File: src/source/vt_pkg.sv
`default_nettype none

package vt_pkg;

   // Timestamp and timebase widths of one virtual time
   localparam int TS_WIDTH = 32;
   localparam int TB_WIDTH = 32;

   typedef logic [TS_WIDTH-1:0] ts_t;
   typedef logic [TB_WIDTH-1:0] tb_t;

   // Full virtual time, ordered by ts first, then tb
   // Compared as one unsigned number
   typedef struct packed {
      ts_t ts;
      tb_t tb;
   } vt_t;

   // Phase slots within one GVT period
   // Gaps between values leave the sources time to settle
   typedef enum logic [3:0] {
      PH_SRC_LATCH = 4'd0,
      PH_TQ_LATCH  = 4'd2,
      PH_PAIR_MIN  = 4'd8,
      PH_QUAD_MIN  = 4'd9,
      PH_PUBLISH   = 4'd10
   } gvt_phase_e;

endpackage

`default_nettype wire

File: src/source/finish_pkg.sv
`default_nettype none

package finish_pkg;

   localparam int CQ_SLOT_WIDTH = 8;
   localparam int CHILD_ID_WIDTH = 4;
   localparam int REQ_IDX_WIDTH = 4;

   // Slot of a task in the commit queue
   typedef logic [CQ_SLOT_WIDTH-1:0] cq_slot_t;

   // Number of children a finishing task has enqueued
   typedef logic [CHILD_ID_WIDTH-1:0] child_id_t;

   // Index into the combined worker and restore requesters
   typedef logic [REQ_IDX_WIDTH-1:0] req_idx_t;

endpackage

`default_nettype wire

File: src/source/tile_ctrl.sv
`timescale 1ns/1ns
`default_nettype none

module tile_ctrl
   import vt_pkg::*;
#(
   parameter int LOG_GVT_PERIOD = 4
) (
   input  wire logic clk_main_a0,
   input  wire logic rst_main_n_sync,

   input  wire logic tq_empty,
   input  wire logic tsb_empty,
   input  wire logic all_cores_idle,

   output logic      src_latch,
   output logic      tq_latch,
   output logic      pair_min,
   output logic      quad_min,
   output logic      publish,
   output tb_t       cur_tb,
   output logic      done
);

   logic [TB_WIDTH-1:0]                cycle_cnt;
   logic [LOG_GVT_PERIOD-1:0]          phase;
   logic [TB_WIDTH-LOG_GVT_PERIOD-1:0] prev_period;

   // Free-running cycle counter, zero in the first cycle out of reset
   always_ff @(posedge clk_main_a0) begin
      if (!rst_main_n_sync) begin
         cycle_cnt <= '0;
      end else begin
         cycle_cnt <= cycle_cnt + 1'b1;
      end
   end

   assign phase = cycle_cnt[LOG_GVT_PERIOD-1:0];

   // Schedule strobes for the LVT pipeline
   assign src_latch = (phase == LOG_GVT_PERIOD'(PH_SRC_LATCH));
   assign tq_latch  = (phase == LOG_GVT_PERIOD'(PH_TQ_LATCH));
   assign pair_min  = (phase == LOG_GVT_PERIOD'(PH_PAIR_MIN));
   assign quad_min  = (phase == LOG_GVT_PERIOD'(PH_QUAD_MIN));
   assign publish   = (phase == LOG_GVT_PERIOD'(PH_PUBLISH));

   // The published lvt belongs to the start of the previous period
   assign prev_period = cycle_cnt[TB_WIDTH-1:LOG_GVT_PERIOD] - 1'b1;
   assign cur_tb = {prev_period, {LOG_GVT_PERIOD{1'b0}}};

   // Tile is idle once the queues are drained and no core is busy
   always_ff @(posedge clk_main_a0) begin
      if (!rst_main_n_sync) begin
         done <= 1'b0;
      end else begin
         done <= tq_empty & tsb_empty & all_cores_idle;
      end
   end

   // Reduction stages never overlap within a period
   a_one_reduce_stage: assert property (
      @(posedge clk_main_a0) disable iff (!rst_main_n_sync)
      $onehot0({pair_min, quad_min, publish})
   );

endmodule

`default_nettype wire

File: src/source/lvt_window_min.sv
`timescale 1ns/1ns
`default_nettype none

module lvt_window_min
   import vt_pkg::*;
(
   input  wire logic clk_main_a0,
   input  wire logic rst_main_n_sync,

   input  wire logic latch,
   input  wire ts_t  sample,

   output ts_t       fixed
);

   ts_t rolling;

   // Rolling minimum over the current window
   // At the latch the finished window moves into fixed
   always_ff @(posedge clk_main_a0) begin
      if (!rst_main_n_sync) begin
         rolling <= '0;
         fixed   <= '0;
      end else if (latch) begin
         fixed   <= rolling;
         rolling <= sample;
      end else if (sample < rolling) begin
         rolling <= sample;
      end
   end

   // Between latches the window only ever tightens
   a_rolling_no_rise: assert property (
      @(posedge clk_main_a0) disable iff (!rst_main_n_sync)
      !latch |=> (rolling <= $past(rolling))
   );

endmodule

`default_nettype wire

File: src/source/lvt_reduce.sv
`timescale 1ns/1ns
`default_nettype none

module lvt_reduce
   import vt_pkg::*;
(
   input  wire logic clk_main_a0,
   input  wire logic rst_main_n_sync,

   input  wire logic pair_min,
   input  wire logic quad_min,
   input  wire logic publish,
   input  wire tb_t  cur_tb,

   input  wire ts_t  tq_fixed,
   input  wire ts_t  cm_fixed,
   input  wire ts_t  splitter_fixed,
   input  wire ts_t  tsb_ts,
   input  wire vt_t  lvt_cq,

   output vt_t       lvt
);

   vt_t tq_vt;
   vt_t cm_vt;
   vt_t splitter_vt;
   vt_t tsb_vt;

   vt_t tq_cq_min;
   vt_t cm_tsb_min;
   vt_t quad_min_vt;

   function automatic vt_t vt_min(input vt_t a, input vt_t b);
      return (a < b) ? a : b;
   endfunction

   // Sources only report ts, they share the period timebase
   assign tq_vt       = '{ts: tq_fixed,       tb: cur_tb};
   assign cm_vt       = '{ts: cm_fixed,       tb: cur_tb};
   assign splitter_vt = '{ts: splitter_fixed, tb: cur_tb};
   assign tsb_vt      = '{ts: tsb_ts,         tb: cur_tb};

   // Three stages, one per strobe
   always_ff @(posedge clk_main_a0) begin
      if (!rst_main_n_sync) begin
         tq_cq_min   <= '0;
         cm_tsb_min  <= '0;
         quad_min_vt <= '0;
         lvt         <= '0;
      end else begin
         if (pair_min) begin
            tq_cq_min  <= vt_min(tq_vt, lvt_cq);
            cm_tsb_min <= vt_min(cm_vt, tsb_vt);
         end
         if (quad_min) begin
            quad_min_vt <= vt_min(tq_cq_min, cm_tsb_min);
         end
         if (publish) begin
            lvt <= vt_min(quad_min_vt, splitter_vt);
         end
      end
   end

endmodule

`default_nettype wire

File: src/source/finish_select.sv
`timescale 1ns/1ns
`default_nettype none

module finish_select
   import finish_pkg::*;
#(
   parameter int N_THREADS        = 4,
   parameter int UNDO_LOG_THREADS = 2
) (
   input  wire logic clk_main_a0,
   input  wire logic rst_main_n_sync,

   input  wire logic      [N_THREADS+UNDO_LOG_THREADS-1:0] finish_valid,
   input  wire cq_slot_t  [N_THREADS+UNDO_LOG_THREADS-1:0] finish_slot,
   input  wire child_id_t [N_THREADS-1:0]                  finish_num_children,
   input  wire logic      [N_THREADS-1:0]                  finish_undo_log_write,
   output logic           [N_THREADS+UNDO_LOG_THREADS-1:0] finish_ready,

   output logic           sel_valid,
   input  wire logic      sel_ready,
   output logic           sel_is_restore,
   output req_idx_t       sel_idx,
   output cq_slot_t       sel_slot,
   output child_id_t      sel_num_children,
   output logic           sel_undo_log_write
);

   localparam int N_REQ = N_THREADS + UNDO_LOG_THREADS;

   child_id_t [N_REQ-1:0] all_children;
   logic      [N_REQ-1:0] all_undo_write;

   // Restore threads never have children or undo-log writes
   always_comb begin
      all_children = '0;
      all_undo_write = '0;
      all_children[N_THREADS-1:0] = finish_num_children;
      all_undo_write[N_THREADS-1:0] = finish_undo_log_write;
   end

   // Walk down so the lowest valid index wins
   always_comb begin
      sel_idx = '0;
      sel_slot = '0;
      sel_num_children = '0;
      sel_undo_log_write = 1'b0;
      for (int i = N_REQ - 1; i >= 0; i--) begin
         if (finish_valid[i]) begin
            sel_idx = req_idx_t'(i);
            sel_slot = finish_slot[i];
            sel_num_children = all_children[i];
            sel_undo_log_write = all_undo_write[i];
         end
      end
   end

   assign sel_valid = |finish_valid;
   assign sel_is_restore = sel_valid && (sel_idx >= N_THREADS);

   always_comb begin
      for (int i = 0; i < N_REQ; i++) begin
         finish_ready[i] = sel_valid && sel_ready && (sel_idx == req_idx_t'(i));
      end
   end

   // At most one requester is acknowledged, and only a valid one
   a_ready_onehot: assert property (
      @(posedge clk_main_a0) disable iff (!rst_main_n_sync)
      $onehot0(finish_ready) && ((finish_ready & ~finish_valid) == '0)
   );

endmodule

`default_nettype wire

File: src/source/tile_lvt_top.sv
`timescale 1ns/1ns
`default_nettype none

module tile_lvt_top
   import vt_pkg::*;
   import finish_pkg::*;
#(
   parameter int LOG_GVT_PERIOD   = 4,
   parameter int N_THREADS        = 4,
   parameter int UNDO_LOG_THREADS = 2
) (
   input  wire logic clk_main_a0,
   input  wire logic rst_main_n_sync,

   input  wire ts_t  lvt_tq_ts,
   input  wire ts_t  lvt_cm_ts,
   input  wire ts_t  lvt_splitter_ts,
   input  wire ts_t  lvt_tsb_ts,
   input  wire vt_t  lvt_cq,
   output vt_t       lvt,

   input  wire logic tq_empty,
   input  wire logic tsb_empty,
   input  wire logic all_cores_idle,
   output logic      done,

   input  wire logic      [N_THREADS+UNDO_LOG_THREADS-1:0] finish_valid,
   input  wire cq_slot_t  [N_THREADS+UNDO_LOG_THREADS-1:0] finish_slot,
   input  wire child_id_t [N_THREADS-1:0]                  finish_num_children,
   input  wire logic      [N_THREADS-1:0]                  finish_undo_log_write,
   output logic           [N_THREADS+UNDO_LOG_THREADS-1:0] finish_ready,

   output logic      sel_valid,
   input  wire logic sel_ready,
   output logic      sel_is_restore,
   output req_idx_t  sel_idx,
   output cq_slot_t  sel_slot,
   output child_id_t sel_num_children,
   output logic      sel_undo_log_write
);

   logic src_latch;
   logic tq_latch;
   logic pair_min;
   logic quad_min;
   logic publish;
   tb_t  cur_tb;

   ts_t  tq_fixed;
   ts_t  cm_fixed;
   ts_t  splitter_fixed;

   tile_ctrl #(
      .LOG_GVT_PERIOD(LOG_GVT_PERIOD)
   ) tile_ctrl_inst (
      .clk_main_a0    (clk_main_a0),
      .rst_main_n_sync(rst_main_n_sync),
      .tq_empty       (tq_empty),
      .tsb_empty      (tsb_empty),
      .all_cores_idle (all_cores_idle),
      .src_latch      (src_latch),
      .tq_latch       (tq_latch),
      .pair_min       (pair_min),
      .quad_min       (quad_min),
      .publish        (publish),
      .cur_tb         (cur_tb),
      .done           (done)
   );

   // TQ timestamp arrives late, so its window closes two cycles later
   lvt_window_min tq_window (
      .clk_main_a0    (clk_main_a0),
      .rst_main_n_sync(rst_main_n_sync),
      .latch          (tq_latch),
      .sample         (lvt_tq_ts),
      .fixed          (tq_fixed)
   );

   lvt_window_min cm_window (
      .clk_main_a0    (clk_main_a0),
      .rst_main_n_sync(rst_main_n_sync),
      .latch          (src_latch),
      .sample         (lvt_cm_ts),
      .fixed          (cm_fixed)
   );

   lvt_window_min splitter_window (
      .clk_main_a0    (clk_main_a0),
      .rst_main_n_sync(rst_main_n_sync),
      .latch          (src_latch),
      .sample         (lvt_splitter_ts),
      .fixed          (splitter_fixed)
   );

   lvt_reduce lvt_reduce_inst (
      .clk_main_a0    (clk_main_a0),
      .rst_main_n_sync(rst_main_n_sync),
      .pair_min       (pair_min),
      .quad_min       (quad_min),
      .publish        (publish),
      .cur_tb         (cur_tb),
      .tq_fixed       (tq_fixed),
      .cm_fixed       (cm_fixed),
      .splitter_fixed (splitter_fixed),
      .tsb_ts         (lvt_tsb_ts),
      .lvt_cq         (lvt_cq),
      .lvt            (lvt)
   );

   finish_select #(
      .N_THREADS       (N_THREADS),
      .UNDO_LOG_THREADS(UNDO_LOG_THREADS)
   ) finish_select_inst (
      .clk_main_a0          (clk_main_a0),
      .rst_main_n_sync      (rst_main_n_sync),
      .finish_valid         (finish_valid),
      .finish_slot          (finish_slot),
      .finish_num_children  (finish_num_children),
      .finish_undo_log_write(finish_undo_log_write),
      .finish_ready         (finish_ready),
      .sel_valid            (sel_valid),
      .sel_ready            (sel_ready),
      .sel_is_restore       (sel_is_restore),
      .sel_idx              (sel_idx),
      .sel_slot             (sel_slot),
      .sel_num_children     (sel_num_children),
      .sel_undo_log_write   (sel_undo_log_write)
   );

endmodule

`default_nettype wire

File: config.mk
export PLATFORM = sky130hd
export DESIGN_NAME = tile_lvt_top
export DESIGN_NICKNAME = d
export VERILOG_FILES = /design/src/source/vt_pkg.sv /design/src/source/finish_pkg.sv /design/src/source/tile_ctrl.sv /design/src/source/lvt_window_min.sv /design/src/source/lvt_reduce.sv /design/src/source/finish_select.sv /design/src/source/tile_lvt_top.sv
export SDC_FILE = /design/constraint.sdc
export NUM_CORES = 2
export LEC_CHECK = 0
export BUFFER_PORTS_ARGS = -buffer_cell sky130_fd_sc_hd__buf_2
export CAP_MARGIN = 10
export CORE_UTILIZATION = 59
export CTS_CLUSTER_SIZE = 10
export DETAILED_ROUTE_END_ITERATION = 8
export GPL_ROUTABILITY_DRIVEN = 0
export PLACE_DENSITY = 0.81
export SETUP_SLACK_MARGIN = 0.2
export SLEW_MARGIN = 0
export SYNTH_ARGS = -nofsm -noshare
export SYNTH_HDL_FRONTEND = slang
export SYNTH_SLANG_ARGS = --single-unit
File: constraint.sdc
create_clock -name clk_main_a0 -period 6 [get_ports clk_main_a0]
set_input_delay 0.6 -clock clk_main_a0 [delete_from_list [all_inputs] [get_ports clk_main_a0]]
set_output_delay 0.6 -clock clk_main_a0 [all_outputs]
set_load 0.02 [all_outputs]
### Word-level counts from Yosys, hierarchy flattened

Cells that the tools add are included.

| operators by class | value |
|---|---|
| reductions and logical operators | 14 |
| multiplexer cells | 30 |
| bitwise operators | 2 |
| equality and inequality tests | 9 |
| $add $sub $neg | 2 |
| order comparisons | 8 |

Operators with widths:

| cell | count |
|---|---|
| $lt 64x64->1 | 4 |
| $mux 64 | 4 |
| $mux 32 | 6 |
| $lt 32x32->1 | 3 |
| $mux 8 | 6 |
| $mux 4 | 9 |
| $add 32x1->32 const B | 1 |
| $sub 28x1->28 const B | 1 |
| $eq 4x2->1 const B | 3 |
| $eq 4x4->1 const B | 3 |
| $eq 4x3->1 const B | 2 |
| $logic_and 1x1->1 | 8 |
| $logic_not 4->1 | 2 |
| $reduce_bool 2->1 | 3 |
| $reduce_or 6->1 | 1 |
| $eq 4x1->1 const B | 1 |
| $ge 4x3->1 const B | 1 |
| $mux 1 | 4 |
| $mux 3 | 1 |
| $and 1x1->1 | 2 |

| storage, ports and cells | value |
|---|---|
| register bits after elaboration | 481 |
| output and inout port bits | 90 |
| logic and storage cells | 81 |

### Logic depth before layout (Yosys ltp)

| depth | value |
|---|---|
| depth after elaboration | 8 |
| mapped depth | 20 |
| depth with buffers taken out | 18 |

### Hierarchy

Synthesis repeated with hierarchy kept, for this count alone.

| unflattened totals | value |
|---|---|
| cell total of the unflattened synthesis | 3478 |
| area total of the unflattened synthesis | 30196.5 um2 |

Modules (own cells, without submodules):

| module | sequential area each (um2) | cells an instance | instances | area an instance (um2) |
|---|---|---|---|---|
| lvt_reduce | 5124.9 | 2039 | 1 | 17391.7 |
| lvt_window_min | 1281.2 | 354 | 3 | 3301.9 |
| tile_ctrl | 660.6 | 288 | 1 | 2293.4 |
| finish_select | 0.0 | 89 | 1 | 605.6 |

### Worst setup path before layout

No wires, ideal clock.

| timing | value |
|---|---|
| kind | reg-to-reg |
| start | reg tile_ctrl_inst.cycle_cnt[16] |
| end | reg lvt_reduce_inst.tq_cq_min[56] (netlist bit) |
| buffers on the path | 4 |
| library setup time | 0.132 ns |
| arrival time | 4.289 ns |
| setup slack | 1.578 ns |
| clock period less this slack | 4.422 ns |
| data required time | 5.868 ns |
| cell stages (with the launch flop) | 18 |
| path through | dfxtp_1 > buf_2 > or4_4 > or4_1 > buf_2 > or3_1 > nor3_1 > xor2_1 > ha_1 > o2111ai_1 > nor3b_1 > nand2_1 > a311oi_1 > nand2_2 > buf_6 > buf_6 > mux2i_1 > a21oi_1 |

| on the way | value |
|---|---|
| longest elaborated chain between the ends | 3 |

Ends and longest elaborated chain:

| what | line | text |
|---|---|---|
| start, declared | tile_ctrl.sv:25 | `logic [TB_WIDTH-1:0] cycle_cnt;` |
| start signal, assigned | tile_ctrl.sv:34 | `cycle_cnt <= cycle_cnt + 1'b1;` |
| $sub 28x1->28 | tile_ctrl.sv:48 | `assign prev_period = cycle_cnt[TB_WIDTH-1:LOG_GVT_PERIOD] - 1'b1;` |
| via cur_tb[31] | tile_lvt_top.sv:47 | `tb_t cur_tb;` |
| $lt 64x64->1 | lvt_reduce.sv:34 | `return (a < b) ? a : b;` |
| $mux 64 | lvt_reduce.sv:34 |  |
| end signal, assigned | lvt_reduce.sv:52 | `tq_cq_min <= vt_min(tq_vt, lvt_cq);` |
| end, declared | lvt_reduce.sv:29 | `vt_t tq_cq_min;` |

The timed path passes the listed nets, and every way through them passes these cells.
A chain may end at the register's enable or synchronous reset.

### Worst setup path after layout

| timing | value |
|---|---|
| start | reg tile_ctrl_inst.cycle_cnt[15] |
| end | reg, netlist name lvt_reduce_inst.lvt[32] |

| on the way | value |
|---|---|
| longest elaborated chain between the ends | 3 |

Ends and longest elaborated chain:

| what | line |
|---|---|
| $sub 28x1->28 | tile_ctrl.sv:48 |
| via cur_tb[31] | tile_lvt_top.sv:47 |
| $lt 64x64->1 | lvt_reduce.sv:34 |
| $mux 64 | lvt_reduce.sv:34 |

The timed path passes the listed nets, and every way through them passes these cells.

==> flow_summary.toml <==
[status]
status = "finished clean"

[drt]
via_count = 24923
ant_nets = 0
firstDrtPassIters = 7
wirelength_um = 79200
drtIter0Drc = 2070
drc = 0
wl_per_cell_um = 18.9
drt-vias-per-instance = 5.96

[critical_path]
crit_top_cell = "a211oi_1"
endpoint = "lvt_reduce_inst.lvt[32]"
crit_slowest_cell = "or4_1"
regToRegStartpoint = "tile_ctrl_inst.cycle_cnt[15]"
crit_path_start_kind = "flop"
required_ns = 6.44
cp-startpoint = "tile_ctrl_inst.cycle_cnt[15]"
reg2regPathDepth = 15
rr_endpoint = "lvt_reduce_inst.lvt[32]"
crit_path_end_kind = "flop"
cp_max_fo = 45
critical_path_class = "reg2reg"
path_cells = "or4_4 > or4_1 > or3_1 > nor3_1 > xor2_1 > inv_1 > ha_1 > a211oi_1 > a211oi_1 > a211oi_1 > and3_1 > o41a_4 > buf_12 > mux2i_1 > a21oi_1"
worst-r2r-setup-slack_ns = 0.77
cp.arrival_ns = 5.67
critPathMaxStageDelay_ns = 0.62

[clocking]
cts_htree_levels = 2
clkTransAtPathRegs_ns = 0.06
cts_resized = 0
cts-buffers-inserted = 55
clock-sinks = 477
cts_hold_buffers = 0
cts.path.max_buffers = 3
root_buffer = "clkbuf_16"
cts_post_setup_buffers_inserted = 0
cts_tree = "done"
insertion_delay_ns = 0.62

[logic_synthesis]
synth_nets = 3888
synthCells = 3319
avgSynthCellArea_um2 = 8.26
synth_enable_flop_cells = 0
synth_cell_types = 74
ys_ff_latch = 477
synth_area_mm2 = 0.0274
yosysWarnings = 0
synthFlopType = "dfxtp_1"
ys_async_sr_fraction_pct = 0
synth_seq_area_share_pct = 34.8

[place]
portBuffers = 360
hpwlAfterDp_um = 57300
dpl_worst_slack_ns = 0.772

[die]
dieHeight_um = 218
die_w_um = 218
io_pins = 362
core-area_mm2 = 0.0456
die_area_mm2 = 0.0473
initial_core_util_pct = 60.1
rows = 78

[power_and_ir_drop]
ir_drop_mv = 0.233
power_density_mw_per_mm2 = 246
p_leak_nw = 14.4

[cells_and_area]
drive_gt1_share_pct = 13.5
final_cell_mix = "477 x dfxtp_1, 370 x a21oi_1, 359 x buf_2, 312 x inv_1, 297 x ha_1"
area_growth_pct = 13.1
final_common_cell = "dfxtp_1"
final_net_count = 4127
fillers = 3737

[timing]
max-slew-margin-rel_pct = 21.3
min_period_ns = 5.23
rsz0062_at_grt = "no"
worst_pin_slew_ns = 1.18
max_freq_ghz = 0.191
hold_viol = 0
drv_slew = 0
fin_crit_sh_pct = 87.2
final.setup.tns_ns = 0
report.final.setup_viol = 0
fin_worst_skew_ns = 0.0268
worst_slack_ns = 0.769

[global_route]
grt_pass1_wl_um = 124000
grt-ovfl-total = 0
grt_usage_pct = 33.0
first_global_vias = 23184
antenna_found_initial = 22
grt_max_degree = 167

[run]
maxCapViolCount = 0

[min_path]
holdCritPathClass = "in2reg"
-- where the power goes --
group | total, W | switching [W] | internal, W | leakage (nW)
combinational | 0.00126 | 0.000724 | 0.000534 | 9.79
sequential | 0.00338 | 0.0000963 | 0.00328 | 3.87
clock | 0.00298 | 0.00128 | 0.00169 | 0.734
total | 0.00761 | 0.00210 | 0.00551 | 14.4
-- worst min-delay path by stage --
stage | from | to | depth (start not counted)
floorplan | lvt_reduce_inst.tq_cq_min[0] | lvt_reduce_inst.tq_cq_min[0] | 2
global placement | lvt_reduce_inst.tq_cq_min[3] | lvt_reduce_inst.tq_cq_min[3] | 2
detailed placement | lvt_reduce_inst.lvt[2] | lvt_reduce_inst.lvt[2] | 2
CTS | lvt_cm_ts[0] | cm_window.rolling[0] | 3
global route | lvt_cm_ts[5] | cm_window.rolling[5] | 3
finish | lvt_cm_ts[22] | cm_window.rolling[22] | 3
-- layer usage --
metal / track usage [%] / wire [um] / up-vias
met2: 54.4 / 36800 / 951
met1: 41.0 / 32500 / 11593
met5: 0 / 116 / -
met3: 7.02 / 6260 / 202
met4: 15.3 / 3560 / 20
li1: - / - / 12157
-- stage by stage --
step | util [%] | power, W | cells | area (um^2) | hold WS (ns)
after floorplan | - | 0.00430 | 3319 | 27400 | 0.432
after global placement | 64.7 | 0.00466 | 4101 | 29500 | 0.439
after detailed placement | 64.7 | 0.00469 | 4101 | 29500 | 0.447
after CTS | 67.9 | 0.00763 | 4169 | 31000 | 0.226
after global routing | 68.0 | 0.00791 | 4178 | 31000 | 0.246
final | 68.0 | 0.00761 | 4179 | 31000 | 0.243
-- layout make-up --
| class | instances | area (um^2) | area share, % |
|---|---|---|---|
| clock buffers | 62 | 1420 | 4.59 |
| inverters | 314 | 1190 | 3.83 |
| clock inverters | 6 | 70.1 | 0.226 |
| well taps | 600 | 751 | 2.42 |
| flip-flops and latches | 477 | 9550 | 30.8 |
| multi-input cells | 2321 | 15900 | 51.4 |
| diodes | 10 | 25.0 | 0.0807 |
| repair buffers | 389 | 2050 | 6.60 |
-- logic make-up after synthesis --
| logic type | after synthesis | synth area share, % |
|---|---|---|
| compound gates | 874 | 18.8 |
| mux | 252 | 9.20 |
| xor+xnor | 55 | 2.03 |
| simple gates | 842 | 14.1 |
| flops | 477 | 34.8 |
| buf+inv | 521 | 7.41 |
| other cells | 1 | 0.0137 |
| fa+ha+maj | 297 | 13.6 |
-- critical path, delay by kind of cell, from the launching register on --
family	cells	cell delay, ns
and+or+nand+nor	5	2.17
AOI/OAI and AO/OA	5	1.05
xor gates and xnor gates	1	0.50
buffers and inverters	2	0.42
DFF	1	0.42
muxes	1	0.25
adders and majority gates	1	0.21
-- synthesized netlist by cell type, drive strengths merged, types with 16 or more instances --
master / instances / share of area, %
a21oi: 370 / 6.8
nand3: 110 / 2.0
o211ai: 27 / 0.81
inv: 313 / 4.3
a211oi: 49 / 1.3
a31oi: 30 / 0.68
o21ai: 230 / 4.2
a21o: 55 / 1.5
nor3: 37 / 0.68
ha: 297 / 14
nand2: 288 / 4.0
o221ai: 17 / 0.54
mux2i: 252 / 9.2
nor2: 220 / 3.0
and2: 16 / 0.37
clkbuf: 172 / 2.4
xor2: 29 / 0.93
dfxtp: 477 / 35
nor2b: 20 / 0.46
nand4: 70 / 1.6
xnor2: 22 / 0.77
buf: 35 / 0.75
-- registers in the layout, summed over array words and instances (netlist names) --
register / cells
tq_window.fixed: 32
tile_ctrl_inst.cycle_cnt: 32
cm_window.fixed: 32
lvt_reduce_inst.lvt: 64
splitter_window.fixed: 32
cm_window.rolling: 32
splitter_window.rolling: 32
lvt_reduce_inst.quad_min_vt: 64
tq_window.rolling: 32
lvt_reduce_inst.cm_tsb_min: 60
lvt_reduce_inst.tq_cq_min: 64
tile_ctrl_inst.done: 1
Note: power is estimated with default switching activity, not from simulation.
